--- src/common/cache_pkg.sv ---
`default_nettype none

package cache_pkg;

	// address geometry: tag | index | word | byte
	localparam int ADDR_W         = 16;
	localparam int DATA_W         = 16;
	localparam int TAG_W          = 5;
	localparam int INDEX_W        = 8;
	localparam int OFFSET_W       = 3;
	localparam int WORDS_PER_LINE = 4;
	localparam int WORD_W         = $clog2(WORDS_PER_LINE);
	localparam int SETS           = 256;

	// main memory, word interleaved over one bank per line word
	localparam int MEM_LATENCY = 2;
	localparam int MEM_WORDS   = 32768;
	localparam int BANKS       = WORDS_PER_LINE;
	localparam int BANK_DEPTH  = MEM_WORDS / BANKS;
	localparam int ROW_W       = $clog2(BANK_DEPTH);
	localparam logic [DATA_W-1:0] MEM_INIT_KEY = 16'ha5a5;

	typedef logic [ADDR_W-1:0]  addr_t;
	typedef logic [DATA_W-1:0]  data_t;
	typedef logic [TAG_W-1:0]   tag_t;
	typedef logic [INDEX_W-1:0] index_t;
	typedef logic [WORD_W-1:0]  word_sel_t;
	typedef logic [ROW_W-1:0]   row_t;

	// system request, read when wr is low
	typedef struct packed {
		addr_t addr;
		data_t wdata;
		logic  wr;
	} cpu_req_t;

	typedef struct packed {
		data_t rdata;
		logic  hit;
	} cpu_rsp_t;

	// shared command from controller to both ways
	typedef struct packed {
		index_t    index;
		word_sel_t word;
		tag_t      tag;
		data_t     wdata;
		logic      wr;
		logic      cmp;
		logic      valid_in;
	} way_cmd_t;

	typedef struct packed {
		logic  hit;
		logic  valid;
		logic  dirty;
		tag_t  tag;
		data_t rdata;
	} way_stat_t;

	typedef struct packed {
		addr_t addr;
		data_t wdata;
		logic  wr;
		logic  rd;
	} mem_req_t;

	typedef enum logic [3:0] {
		IDLE     = 4'b0000,
		ACC_RD_0 = 4'b0100,
		ACC_RD_1 = 4'b0101,
		ACC_RD_2 = 4'b0110,
		ACC_RD_3 = 4'b0111,
		ACC_WT_0 = 4'b1000,
		ACC_WT_1 = 4'b1001,
		ACC_WT_2 = 4'b1010,
		ACC_WT_3 = 4'b1011,
		ACC_WT_4 = 4'b1100,
		ACC_WT_5 = 4'b1101
	} ctrl_state_e;

	function automatic tag_t addr_tag(addr_t a);
		return a[ADDR_W-1 -: TAG_W];
	endfunction

	function automatic index_t addr_index(addr_t a);
		return a[OFFSET_W +: INDEX_W];
	endfunction

	// bit 0 ignored, word aligned
	function automatic word_sel_t addr_word(addr_t a);
		return a[1 +: WORD_W];
	endfunction

	function automatic row_t addr_row(addr_t a);
		return a[OFFSET_W +: ROW_W];
	endfunction

	function automatic addr_t line_addr(tag_t t, index_t i, word_sel_t w);
		return {t, i, w, 1'b0};
	endfunction

endpackage

`default_nettype wire

--- src/rtl/req_latch.sv ---
`default_nettype none

module req_latch (
	input  logic                clk,
	input  logic                arst_n,
	input  logic                req_valid,
	input  cache_pkg::cpu_req_t req,
	input  logic                done,
	output logic                busy,
	output logic                pend_valid,
	output cache_pkg::cpu_req_t pend
);

	logic accept;

	// a strobe only counts while idle
	assign accept = req_valid && !busy;

	always_ff @(posedge clk or negedge arst_n)
	begin
		if (!arst_n)
			busy <= 1'b0;
		else if (done)
			busy <= 1'b0;
		else if (accept)
			busy <= 1'b1;
	end

	// request held stable until the controller finishes
	always_ff @(posedge clk)
	begin
		if (accept)
			pend <= req;
	end

	// pending exactly while busy
	assign pend_valid = busy;

	// system must wait for busy low before the next strobe
	a_no_strobe_while_busy: assert property (
		@(posedge clk) disable iff (!arst_n)
		busy |-> !req_valid
	) else $error("request strobe while busy is dropped");

	// controller only finishes a request that was latched
	a_done_needs_pending: assert property (
		@(posedge clk) disable iff (!arst_n)
		done |-> busy
	) else $error("done without a pending request");

endmodule

`default_nettype wire

--- config.mk ---
export PLATFORM = sky130hd
export DESIGN_NAME = req_latch
export DESIGN_NICKNAME = d
export VERILOG_FILES = /design/src/common/cache_pkg.sv /design/src/rtl/req_latch.sv
export SDC_FILE = /design/constraint.sdc
export NUM_CORES = 1
export LEC_CHECK = 0
export BUFFER_PORTS_ARGS = -buffer_cell sky130_fd_sc_hd__buf_2
export CAP_MARGIN = 20
export CORE_UTILIZATION = 45
export CTS_BUF_LIST = sky130_fd_sc_hd__clkbuf_4 sky130_fd_sc_hd__clkbuf_8
export DETAILED_ROUTE_END_ITERATION = 8
export GPL_TIMING_DRIVEN = 1
export PLACE_DENSITY = 0.86
export REMOVE_ABC_BUFFERS = 1
export SETUP_SLACK_MARGIN = 0.3
export SYNTH_ARGS = -nofsm -noshare
export SYNTH_HDL_FRONTEND = slang
export SYNTH_SLANG_ARGS = --single-unit
export TNS_END_PERCENT = 30
--- constraint.sdc ---
create_clock -name clk -period 5.7 [get_ports clk]
set_clock_uncertainty 0.2 [all_clocks]
set_input_delay 0.57 -clock clk [delete_from_list [all_inputs] [get_ports clk]]
set_output_delay 0.57 -clock clk [all_outputs]
set_load 0.01 [all_outputs]
==> results of run 1 <==
[worst paths after layout]
kind                            startpoint        to  cells past startpoint
worst max register to register        busy  pend[26]                      2
worst max-delay path                  busy      busy                      1
worst min register to register        busy      busy                      1
max in group asynchronous           arst_n      busy                      2
min in group asynchronous           arst_n      busy                      2
worst min-delay path               req[25]  pend[25]                      1
[what timing repair did]
item | in CTS | in global routing
endpoints found under the hold margin | 1 | 0
hold buffers | 1 | 0
resized for setup | 0 | 0
[layout make-up]
cell class,count,area share
Sequential cell,34,0.679
Timing Repair Buffer,73,0.249
Clock buffer,6,0.0301
Tap cell,28,0.0234
Multi-Input combinational cell,2,0.0125
Clock inverter,2,0.00585
[power groups by stage]
stage	clock network, uW	registers, uW	logic [uW]
global route	134	295	43.2
CTS	124	294	40.7
global placement	0	299	37.8
floorplan	0	308	4.94
detailed placement	0	300	40.1
finish	118	294	39.7
[per-stage QoR]
stage,area [sq um],setup WS [ps]
6_report,1500,4050
3_5_place_dp,1430,3990
4_1_cts,1500,4040
5_1_grt,1500,4010
3_3_place_gp,1430,4040
2_1_floorplan,1030,3010
[registers in the layout (all words and copies together), names as in the netlist]
| name | count |
|---|---|
| pend | 33 |
| busy | 1 |
[layer usage]
| layer | up-vias | track usage | routed length [um] |
|---|---|---|---|
| met3 | 4 | 0.0525 | 173 |
| li1 | 308 | - | - |
| met5 | - | 0 | 0 |
| met2 | 43 | 0.240 | 912 |
| met1 | 293 | 0.194 | 694 |
| met4 | 0 | 0.100 | 27 |
[cells in the mapped netlist]
master and n:
edfxtp_1 33, buf_4 1, nor2b_1 1, dfrtp_1 1, o21ba_1 1
[cells in the final DEF (no fill, tap or decap), drive strengths merged]
cell type	instances
buf	72
clkbuf	6
clkinv	2
dfrtp	1
dlygate4sd3	1
edfxtp	33
nor2b	1
o21ba	1
[cell families (layout without fill, tap and decap cells)]
kind of cell           Yosys count  after routing
DFF                             34             34
AOI/OAI and AO/OA                1              1
and+or+nand+nor                  1              1
buffers and inverters            1             81
==> flow_summary.toml, run 1 <==
[synthesis]
yosysSeqAreaShare = 0.977
syn_inst = 37
synth_top_area_share = 0.953
synth.distinct_cells = 5
synth.area.mux_share = 0
synth_top_area_cell = "edfxtp_1"
synth_compound_area_frac = 0.00963
synth_area_leaders = "edfxtp_1 95%, dfrtp_1 2.4%, o21ba_1 0.96%"
synth_simple_gate_area_frac = 0.00602
synth-adder-area-share = 0
avgSynthCellArea_sq_um = 28.1
yosysWarnings = 0
synth_xor_xnor_area_share = 0
netlist_area_sq_um = 1040
synth_top_family_by_area = "compound AO/OA/AOI/OAI gates"
synth_seq_cells = 34

[floorplan]
die_width_um = 50.1
io_pins = 72
core.rowCount = 17
initial_core_util = 0.475
coreArea_sq_um = 2190
die_h_um = 50.1
die_area_sq_um = 2510

[sta]
drv_slew = 0
fmax_ghz = 0.606
worstMarginPinSlew_ps = 389
rsz0062_at_grt = "no"
min_period_over_period = 0.289
relSlewSlack = 0.741
whs_ps = 229
min_period_ps = 1650
hold_violations = 0
setup_viol = 0
tns_ps = 0

[global_routing]
grt_pass1_vias = 611
antenna_found_initial = 0
grt_max_degree = 34
grt_usage = 0.158
grt_pass1_wl_mm = 2.71
grt-ovfl-total = 0

[route]
via_count = 648
drc = 0
wl_per_cell_um = 12.5
drtIter0Drc = 17
drt_pass1_iterations = 4
postRouteAntennaNets = 0
wl_mm = 1.81
via_per_inst = 4.47

[setup_path]
path_cells = "buf_2"
r2r_slack_ps = 4260
endpoint_kind = "primary output"
required_ps = 4930
crit_arrival_ps = 880
critical-path-top-delay-family = "flip-flops"
crit_path_max_incr_delay_ps = 420
start_kind = "register"
worstSetupPathType = "reg2out"
slowest_stage = "dfrtp_1"
crit_buf_inv = 1
crit_fanout = 4

[power]
power.share.clock = 0.261
p_int_uw = 360
p_total_uw = 451
pwr-share-comb = 0.088
p_leak_uw = 0.000661
power_density_nw_per_um2 = 302
sw_frac_of_total = 0.202
ir_worst_vdd_mv = 0.223
pwr-share-seq = 0.651
p_sw_uw = 91.0

[job]
maxCapViolations = 0

[final_layout]
fin_cells = 145
multi_input_area_sq_um = 18.8
area_delta_synth_final_pct = 43.9
finalCoreUtilization = 0.683
layout-drive-gt1-share = 0.684
seq_area_sq_um = 1020
finalNetCount = 153
fillerInstances = 145
diodes = 0

[cts]
cts_setup_buffers = 0
cts_buffers = 5
cts_buffer_depth = 2
cts_max_level = 2
root_buffer = "clkbuf_4"
path_clk_slew_ps = 90
cts_tree = "built"
cts_num_sinks = 34
clk_latency_ps = 310

[placement]
io_buffers = 71
globalplace.congestion = 0.608
dp.cells = 136

[min_path]
worstHoldPathType = "in2reg"

[outcome]
status = "complete, no violations"
(Power assumes the default switching activity.)
==> run 2, diff against run 1 <==
--- a/config.mk
+++ b/config.mk
@@ -7,11 +7,11 @@
 export LEC_CHECK = 0
 export BUFFER_PORTS_ARGS = -buffer_cell sky130_fd_sc_hd__buf_2
 export CAP_MARGIN = 20
-export CORE_UTILIZATION = 45
+export CORE_UTILIZATION = 37
 export CTS_BUF_LIST = sky130_fd_sc_hd__clkbuf_4 sky130_fd_sc_hd__clkbuf_8
 export DETAILED_ROUTE_END_ITERATION = 8
 export GPL_TIMING_DRIVEN = 1
-export PLACE_DENSITY = 0.86
+export PLACE_DENSITY = 0.76
 export REMOVE_ABC_BUFFERS = 1
 export SETUP_SLACK_MARGIN = 0.3
 export SYNTH_ARGS = -nofsm -noshare
==> constraint.sdc (replaced) <==
create_clock -name clk -period 1.4 [get_ports clk]
set_clock_uncertainty 0.2 [all_clocks]
set_input_delay 0.14 -clock clk [delete_from_list [all_inputs] [get_ports clk]]
set_output_delay 0.14 -clock clk [all_outputs]
set_load 0.01 [all_outputs]
==> flow_summary.toml, run 2 (synthesis gave the netlist of run 1 again) <==
[global_routing]
met2_usage = 0.359
grt_pass1_vias = 902
grt_usage = 0.215
grt-ovfl-total = 0
globalRoute.busiestLayer = "met2"
use_met3 = 0.115
grt_pass1_wl_mm = 3.97
antenna_found_initial = 0
grt_max_degree = 21
met1_usage = 0.203

[sta]
fmax_ghz = 0.759
tns_ps = 0
final.setup.worst_slack_ps = 82.5
worstMarginPinSlew_ps = 152
hold_violations = 0
min_period_ps = 1320
relSlewSlack = 0.898
min_period_over_period = 0.941
setup_viol = 0
drv_slew = 0
rsz0062_at_grt = "yes"

[route]
drt_pass1_iterations = 4
drtIter0Drc = 10
wl_mm = 2.91
wl_per_cell_um = 15.7
via_count = 815
via_per_inst = 4.38
postRouteAntennaNets = 0
drc = 0

[floorplan]
coreArea_sq_um = 2570
core.rowCount = 18
io_pins = 72
die_width_um = 55.0
initial_core_util = 0.405
die_area_sq_um = 3030
die_h_um = 55.0

[power]
ir_worst_vdd_mv = 0.801
pwr-share-comb = 0.139
p_int_uw = 1520
pwr-share-seq = 0.622
power.share.clock = 0.239
sw_frac_of_total = 0.213
p_sw_uw = 411
p_leak_uw = 0.000828
power_density_nw_per_um2 = 1020

[placement]
io_buffers = 71
place_ws_ps = 117
dp.cells = 140
globalplace.congestion = 0.681
place_area_sq_um = 1470

[final_layout]
diodes = 0
finalCoreUtilization = 0.738
layout-drive-gt1-share = 0.526
reg.largest.list = "pend (33), busy (1)"
top_register = "pend"
area_delta_synth_final_pct = 82.3
largest_reg_flops = 33
fillerInstances = 172
stdcell_area_sq_um = 1900
final_common_cell = "buf_2"
finalNetCount = 192
fin_cells = 186
layout_common_cells = "71 x buf_2, 37 x dlygate4sd3_1, 33 x edfxtp_1, 5 x clkbuf_4"

[setup_path]
crit_fanout = 8
required_ps = 1240
worstSetupPathType = "reg2reg"
crit_arrival_ps = 1150
endpoint_kind = "register"
start_kind = "register"

[cts]
root_buffer = "clkbuf_4"
cts_num_sinks = 34
cts_max_level = 2
cts_buffer_depth = 2
clk_latency_ps = 310
path_clk_slew_ps = 90
cts_buffers = 5
cts_tree = "built"

[min_path]
worstHoldPathType = "in2reg"

[job]
maxCapViolations = 0

[outcome]
status = "complete, no violations"
run 2: worst paths after layout:
check,slack [ps],cells past startpoint,start,end
max,80,2,busy,pend[27]
min,190,3,req_valid,pend[26]
max reg2reg,80,2,busy,pend[27]
min reg2reg,510,2,busy,busy
max in group asynchronous,410,3,arst_n,busy
min in group asynchronous,470,3,arst_n,busy
run 2: power by group through the flow:
stage | clock [uW] | sequential, uW | combinational, uW
floorplan | 0 | 1250 | 20.1
detailed placement | 0 | 1220 | 175
global route | 526 | 1200 | 288
finish | 461 | 1200 | 268
CTS | 474 | 1200 | 254
global placement | 0 | 1220 | 170
run 2: area by class of cell:
| type | instances | area (sq um) | share of cell area |
|---|---|---|---|
| Sequential cell | 34 | 1020 | 0.537 |
| Tap cell | 30 | 37.5 | 0.0198 |
| Clock inverter | 3 | 11.3 | 0.00594 |
| Clock buffer | 5 | 37.5 | 0.0198 |
| Multi-Input combinational cell | 2 | 23.8 | 0.0125 |
| Timing Repair Buffer | 112 | 768 | 0.405 |
run 2: worst max-delay path, cell delays in order, from the launching register on:
cell and delay, ps:
dfrtp_2 460, nor2b_4 180, buf_4 190
run 2: through the flow:
| step | hold slack, ps | power [uW] |
|---|---|---|
| floorplan | -356 | 1270 |
| global placement | -279 | 1390 |
| detailed placement | -276 | 1400 |
| CTS | 163 | 1920 |
| global route | 172 | 2020 |
| finish | 192 | 1930 |
run 2: layer usage:
layer | part of all wire | vias up
met3 | 0.13 | 8
met4 | 0.025 | 0
li1 | - | 384
met2 | 0.51 | 61
met1 | 0.34 | 362
met5 | 0 | -
run 2: what timing repair did:
item                                   4_1_cts  5_1_grt
resized for setup                            0        1
buffers inserted                             0        1
setup endpoints to repair                   68       68
cloned                                       0        0
hold buffers                                37        0
endpoints found under the hold margin       35        0
