$ cat src/common/cache_pkg.sv
`default_nettype none

package cache_pkg;

	// address geometry: tag | index | word | byte
	localparam int ADDR_W         = 16;
	localparam int DATA_W         = 16;
	localparam int TAG_W          = 5;
	localparam int INDEX_W        = 8;
	localparam int OFFSET_W       = 3;
	localparam int WORDS_PER_LINE = 4;
	localparam int WORD_W         = $clog2(WORDS_PER_LINE);
	localparam int SETS           = 256;

	// main memory, word interleaved over one bank per line word
	localparam int MEM_LATENCY = 2;
	localparam int MEM_WORDS   = 32768;
	localparam int BANKS       = WORDS_PER_LINE;
	localparam int BANK_DEPTH  = MEM_WORDS / BANKS;
	localparam int ROW_W       = $clog2(BANK_DEPTH);
	localparam logic [DATA_W-1:0] MEM_INIT_KEY = 16'ha5a5;

	typedef logic [ADDR_W-1:0]  addr_t;
	typedef logic [DATA_W-1:0]  data_t;
	typedef logic [TAG_W-1:0]   tag_t;
	typedef logic [INDEX_W-1:0] index_t;
	typedef logic [WORD_W-1:0]  word_sel_t;
	typedef logic [ROW_W-1:0]   row_t;

	// system request, read when wr is low
	typedef struct packed {
		addr_t addr;
		data_t wdata;
		logic  wr;
	} cpu_req_t;

	typedef struct packed {
		data_t rdata;
		logic  hit;
	} cpu_rsp_t;

	// shared command from controller to both ways
	typedef struct packed {
		index_t    index;
		word_sel_t word;
		tag_t      tag;
		data_t     wdata;
		logic      wr;
		logic      cmp;
		logic      valid_in;
	} way_cmd_t;

	typedef struct packed {
		logic  hit;
		logic  valid;
		logic  dirty;
		tag_t  tag;
		data_t rdata;
	} way_stat_t;

	typedef struct packed {
		addr_t addr;
		data_t wdata;
		logic  wr;
		logic  rd;
	} mem_req_t;

	typedef enum logic [3:0] {
		IDLE     = 4'b0000,
		ACC_RD_0 = 4'b0100,
		ACC_RD_1 = 4'b0101,
		ACC_RD_2 = 4'b0110,
		ACC_RD_3 = 4'b0111,
		ACC_WT_0 = 4'b1000,
		ACC_WT_1 = 4'b1001,
		ACC_WT_2 = 4'b1010,
		ACC_WT_3 = 4'b1011,
		ACC_WT_4 = 4'b1100,
		ACC_WT_5 = 4'b1101
	} ctrl_state_e;

	function automatic tag_t addr_tag(addr_t a);
		return a[ADDR_W-1 -: TAG_W];
	endfunction

	function automatic index_t addr_index(addr_t a);
		return a[OFFSET_W +: INDEX_W];
	endfunction

	// bit 0 ignored, word aligned
	function automatic word_sel_t addr_word(addr_t a);
		return a[1 +: WORD_W];
	endfunction

	function automatic row_t addr_row(addr_t a);
		return a[OFFSET_W +: ROW_W];
	endfunction

	function automatic addr_t line_addr(tag_t t, index_t i, word_sel_t w);
		return {t, i, w, 1'b0};
	endfunction

endpackage

`default_nettype wire

$ cat src/cache/cache_ctrl.sv
`default_nettype none

module cache_ctrl (
	input  logic                 clk,
	input  logic                 arst_n,
	input  logic                 pend_valid,
	input  cache_pkg::cpu_req_t  pend,
	input  cache_pkg::way_stat_t way0,
	input  cache_pkg::way_stat_t way1,
	output cache_pkg::way_cmd_t  cmd,
	output logic                 way0_en,
	output logic                 way1_en,
	output cache_pkg::mem_req_t  mem_req,
	input  cache_pkg::data_t     mem_rdata,
	output logic                 done,
	output logic                 rsp_valid,
	output cache_pkg::cpu_rsp_t  rsp
);

	cache_pkg::ctrl_state_e state;
	cache_pkg::ctrl_state_e next_state;

	logic way_sel;
	logic is_wr;
	logic victim_q;

	logic start;
	logic any_hit;
	logic victim_way;
	logic cur_way;
	logic victim_dirty;
	logic in_wt;
	logic mem_phase;
	logic fill_phase;
	logic [3:0] wt_step;

	cache_pkg::way_stat_t vstat;
	cache_pkg::word_sel_t req_word;
	cache_pkg::word_sel_t wb_word;
	cache_pkg::word_sel_t rd_word;
	cache_pkg::word_sel_t fill_word;

	// ignore the request in the cycle its response goes out
	assign start   = pend_valid && !done;
	assign any_hit = way0.hit || way1.hit;

	// invalid way 0, then invalid way 1, then the victim bit
	assign victim_way   = !way0.valid ? 1'b0 : (!way1.valid ? 1'b1 : victim_q);
	assign cur_way      = (state == cache_pkg::IDLE) ? victim_way : way_sel;
	assign vstat        = cur_way ? way1 : way0;
	assign victim_dirty = vstat.valid && vstat.dirty;

	assign req_word = cache_pkg::addr_word(pend.addr);

	// word numbers follow from the state encoding
	assign wb_word    = cache_pkg::word_sel_t'(state - cache_pkg::ACC_RD_0);
	assign wt_step    = state - cache_pkg::ACC_WT_0;
	assign rd_word    = cache_pkg::word_sel_t'(wt_step);
	assign fill_word  = cache_pkg::word_sel_t'(wt_step - cache_pkg::MEM_LATENCY);
	assign in_wt      = state >= cache_pkg::ACC_WT_0;
	// reads issue early, fill trails by the memory latency
	assign mem_phase  = in_wt && wt_step < cache_pkg::WORDS_PER_LINE;
	assign fill_phase = in_wt && wt_step >= cache_pkg::MEM_LATENCY;

	// way command and enables
	always_comb
	begin
		cmd       = '0;
		cmd.index = cache_pkg::addr_index(pend.addr);
		cmd.tag   = cache_pkg::addr_tag(pend.addr);
		cmd.word  = req_word;
		cmd.wdata = pend.wdata;
		// outside idle only the latched victim is touched
		way0_en   = !way_sel;
		way1_en   = way_sel;
		case (state)
			cache_pkg::IDLE:
			begin
				// compare both ways, write lands only on the hitting one
				way0_en = start;
				way1_en = start;
				cmd.cmp = start;
				cmd.wr  = start && pend.wr;
			end
			cache_pkg::ACC_RD_0, cache_pkg::ACC_RD_1,
			cache_pkg::ACC_RD_2, cache_pkg::ACC_RD_3:
			begin
				// read out the dirty line word by word
				cmd.word = wb_word;
			end
			default:
			begin
				if (fill_phase)
				begin
					cmd.word     = fill_word;
					cmd.wr       = 1'b1;
					cmd.valid_in = 1'b1;
					cmd.cmp      = is_wr && state == cache_pkg::ACC_WT_5;
					// merge write data at the requested word
					cmd.wdata    = (is_wr && fill_word == req_word) ? pend.wdata : mem_rdata;
				end
			end
		endcase
	end

	// memory requests and next state
	always_comb
	begin
		mem_req    = '0;
		next_state = state;
		case (state)
			cache_pkg::IDLE:
			begin
				if (start && !any_hit)
					next_state = victim_dirty ? cache_pkg::ACC_RD_0 : cache_pkg::ACC_WT_0;
			end
			cache_pkg::ACC_RD_0, cache_pkg::ACC_RD_1,
			cache_pkg::ACC_RD_2, cache_pkg::ACC_RD_3:
			begin
				// victim address rebuilt from its stored tag
				mem_req.wr    = 1'b1;
				mem_req.addr  = cache_pkg::line_addr(vstat.tag,
					cache_pkg::addr_index(pend.addr), wb_word);
				mem_req.wdata = vstat.rdata;
				if (state == cache_pkg::ACC_RD_3)
					next_state = cache_pkg::ACC_WT_0;
				else
					next_state = cache_pkg::ctrl_state_e'(state + 4'd1);
			end
			cache_pkg::ACC_WT_0, cache_pkg::ACC_WT_1, cache_pkg::ACC_WT_2,
			cache_pkg::ACC_WT_3, cache_pkg::ACC_WT_4, cache_pkg::ACC_WT_5:
			begin
				if (mem_phase)
				begin
					mem_req.rd   = 1'b1;
					mem_req.addr = cache_pkg::line_addr(cache_pkg::addr_tag(pend.addr),
						cache_pkg::addr_index(pend.addr), rd_word);
				end
				if (state == cache_pkg::ACC_WT_5)
					next_state = cache_pkg::IDLE;
				else
					next_state = cache_pkg::ctrl_state_e'(state + 4'd1);
			end
			default:
			begin
				next_state = cache_pkg::IDLE;
			end
		endcase
	end

	always_ff @(posedge clk or negedge arst_n)
	begin
		if (!arst_n)
		begin
			state    <= cache_pkg::IDLE;
			way_sel  <= 1'b0;
			is_wr    <= 1'b0;
			victim_q <= 1'b0;
			done     <= 1'b0;
		end
		else
		begin
			state <= next_state;
			// hit in idle or end of fill
			done  <= (state == cache_pkg::IDLE && start && any_hit) ||
				state == cache_pkg::ACC_WT_5;
			if (state == cache_pkg::IDLE && start && !any_hit)
			begin
				way_sel <= victim_way;
				is_wr   <= pend.wr;
			end
			if (state == cache_pkg::ACC_WT_5)
				victim_q <= !victim_q;
		end
	end

	// response payload
	always_ff @(posedge clk)
	begin
		if (state == cache_pkg::IDLE && start)
		begin
			rsp.hit   <= any_hit;
			rsp.rdata <= way1.hit ? way1.rdata : way0.rdata;
		end
		else if (fill_phase && fill_word == req_word)
		begin
			// catch the requested word as it streams in
			rsp.rdata <= mem_rdata;
		end
	end

	assign rsp_valid = done;

	a_state_legal: assert property (
		@(posedge clk) disable iff (!arst_n)
		state inside {cache_pkg::IDLE, cache_pkg::ACC_RD_0, cache_pkg::ACC_RD_1,
			cache_pkg::ACC_RD_2, cache_pkg::ACC_RD_3, cache_pkg::ACC_WT_0,
			cache_pkg::ACC_WT_1, cache_pkg::ACC_WT_2, cache_pkg::ACC_WT_3,
			cache_pkg::ACC_WT_4, cache_pkg::ACC_WT_5}
	) else $error("controller in an illegal state");

	// a line lives in at most one way
	a_single_hit: assert property (
		@(posedge clk) disable iff (!arst_n)
		!(way0.hit && way1.hit)
	) else $error("both ways hit");

endmodule

`default_nettype wire

$ cat config.mk
export PLATFORM = sky130hd
export DESIGN_NAME = cache_ctrl
export DESIGN_NICKNAME = d
export VERILOG_FILES = /design/src/common/cache_pkg.sv /design/src/cache/cache_ctrl.sv
export SDC_FILE = /design/constraint.sdc
export NUM_CORES = 1
export LEC_CHECK = 0
export BUFFER_PORTS_ARGS = -buffer_cell sky130_fd_sc_hd__buf_2
export CAP_MARGIN = 30
export CORE_ASPECT_RATIO = 0.6
export CORE_MARGIN = 4
export CORE_UTILIZATION = 44
export CTS_BUF_LIST = sky130_fd_sc_hd__clkbuf_8 sky130_fd_sc_hd__clkbuf_16
export CTS_CLUSTER_SIZE = 24
export DETAILED_ROUTE_END_ITERATION = 7
export GPL_ROUTABILITY_DRIVEN = 0
export PLACE_DENSITY = 0.87
export SYNTH_ARGS = -nofsm -noshare
export SYNTH_HDL_FRONTEND = slang
export SYNTH_SLANG_ARGS = --single-unit
$ cat constraint.sdc
create_clock -name clk -period 8.3 [get_ports clk]
set_input_delay 0.415 -clock clk [delete_from_list [all_inputs] [get_ports clk]]
set_output_delay 0.415 -clock clk [all_outputs]
set_load 0.1 [all_outputs]
==> out/qor.csv <==
metric;value;unit
ys_ff_latch;25;
syn_area;2490;um2
setup_violations;0;
clkPwrFrac;0.053;
nets;544;
routedWlPerCell;16.5;um
final_max_slew_viol_count;0;
vias;2711;
ys_top_cells_by_count;o21ai_0, nand2_1, nand3_1;
power;1.35;mW
port_buffers;186;
fmax;0.272;GHz
grt_start_max_net_pins;40;
post-route-drc-count;0;
synth-edff-count;17;
ir_worst_vdd;226;uV
max-cap-violations;0;
syn_nets;387;
cts.clk_slew.worst_paths;90;ps
place_hpwl;6610;um
synth.lib_cells_used.distinct;46;
comb_power_share;0.768;
drtIter0Drc;175;
min_period;3680;ps
grt_pass1_wl;12700;um
postCtsSetupRepairBufs;0;
antenna_found_initial;0;
rows;20;
dieWidth;105;um
ys_warn_count;0;
drtPass1Iterations;5;
grt_pass1_vias;2597;
fillCellCount;471;
rsz0062_at_grt;no;
synth_top_flop_cell;edfxtp_1;
cts-root-buf;clkbuf_8;
grt_usage;0.226;
worst_pin_slew;933;ps
wirelength;8340;um
drive_gt1_frac;0.539;
synthArstFlopShare;0.320;
post-place-ws;4920;ps
switching_share;0.679;
power_leakage;1.74;nW
cts_tree;done;
crit_arrival;3260;ps
power.internal;0.434;mW
dieHeight;66.3;um
synth_cells;282;
cts_max_level;1;
finalHoldViolations;0;
antenna_left;0;
setup_ws;4620;ps
p_per_area;413;nW/um2
ys_top_cells_by_area;edfxtp_1, dfrtp_1, o21ai_0;
hold_class;in2reg;
path_class;reg2out;
syn_area_per_cell;8.82;um2
synth_seq_area_share;0.286;
start_util;0.474;
synthDominantCellAreaShare;0.205;
pwr-share-seq;0.179;
fp.coreArea;5260;um2
cts_sinks;25;
finalSetupTns;0;ps
cts_buffers;3;
ios;189;
clk_latency;270;ps
cp_max_fo;22;
finClkSkew;10.7;ps
synth_most_common_cell;o21ai_0;
synth_area_leader_cell;edfxtp_1;
p_switching;0.919;mW
timing.critical_path.from_type;flop;
clockBufferDepth;2;
fin_crit_sh;0.443;
final_util;0.623;
syn2layout_area_growth;31.6;%
diodes;0;
status;complete, no violations;
grt_overflow_total;0;
vias_per_cell;5.38;
die_area;6960;um2
crit_required;7890;ps
slew_headroom;0.377;
cp-end-kind;output port;
## area by class of cell
type                    instances  area (um2)  share of cell area
clock buffers                   3        41.3              0.0126
clock inverters                 1        5.00             0.00153
inverters                       7        26.3             0.00802
multi-input cells             213        1450               0.444
flip-flops and latches         25         711               0.217
well taps                      66        82.6              0.0252
repair buffers                189         956               0.292
## state kept, by name, indices dropped and copies added, names as in the netlist
register,flops
way_sel,1
is_wr,1
state,4
rsp,17
victim_q,1
done,1
## per-layer routing
| layer | vias up | global-route usage | share of wire | wire length, um |
|---|---|---|---|---|
| li1 | 1308 | - | - | - |
| met1 | 1258 | 0.264 | 0.40 | 3320 |
| met2 | 143 | 0.434 | 0.51 | 4280 |
| met3 | 2 | 0.0527 | 0.085 | 712 |
| met4 | 0 | 0.0327 | 0.0029 | 24 |
| met5 | - | 0 | 0 | 0 |
## cell families after synthesis
family,count (synthesis),share of synthesized area
XOR/XNOR,3,0.0136
AO/OA/AOI/OAI,78,0.198
adder cells (fa/ha/maj),5,0.0251
multiplexers,34,0.145
other,1,0.00151
flip-flops,25,0.286
AND/OR/NAND/NOR,92,0.201
buffers and inverters,44,0.131
## placed cells by master, fill, tap and decap left out, types with 2 or more instances in the layout
cell type and count:
nand2b_1 2, o211ai_2 5, nor2_1 6, nand4_1 5, nand3_1 23, a31oi_1 2, dfrtp_1 8, ha_1 5
clkbuf_8 3, inv_1 7, xnor2_1 2, o21ai_0 38, buf_4 2, edfxtp_1 17, mux2_2 17, nand2_1 35
and2_4 11, a21oi_1 20, buf_2 186, mux2i_1 17
## worst paths after layout
path                       slack (ps)  startpoint  cells past startpoint    endpoint
max reg2reg                      5850    state[1]                      7     rsp[14]
min reg2reg                       550    victim_q                      1    victim_q
max in group asynchronous        7620      arst_n                      2        done
min in group asynchronous         500      arst_n                      2       is_wr
min                               390     pend[0]                      2       is_wr
max                              4620    state[1]                      7  mem_req[3]
## worst max-delay path, cell delays in order (launching register included)
cell	delay, ps
dfrtp_1	540
inv_1	200
ha_1	330
or3b_4	440
nand2_1	640
nand3_1	170
a21oi_1	200
buf_2	470
## repair_timing
action	CTS	global route
setup endpoints to repair	0	0
gates resized for setup	0	0
hold endpoints to repair	8	0
hold buffers	1	0
## stage by stage
stage / hold WS, ps / instances / instance area [um2]
after global placement: 267 / 499 / 3220
after detailed placement: 267 / 499 / 3220
after floorplan: 119 / 282 / 2490
after CTS: 387 / 504 / 3270
final: 392 / 504 / 3270
after global routing: 401 / 504 / 3270
## power groups by stage
stage / clock network (mW) / logic (mW) / registers [mW]
2_1_floorplan: 0 / 0.663 / 0.485
3_3_place_gp: 0 / 1.03 / 0.240
3_5_place_dp: 0 / 1.04 / 0.245
4_1_cts: 0.0734 / 1.04 / 0.243
5_1_grt: 0.0778 / 1.09 / 0.249
6_report: 0.0712 / 1.04 / 0.243
Power figures use the tool's default switching activity.
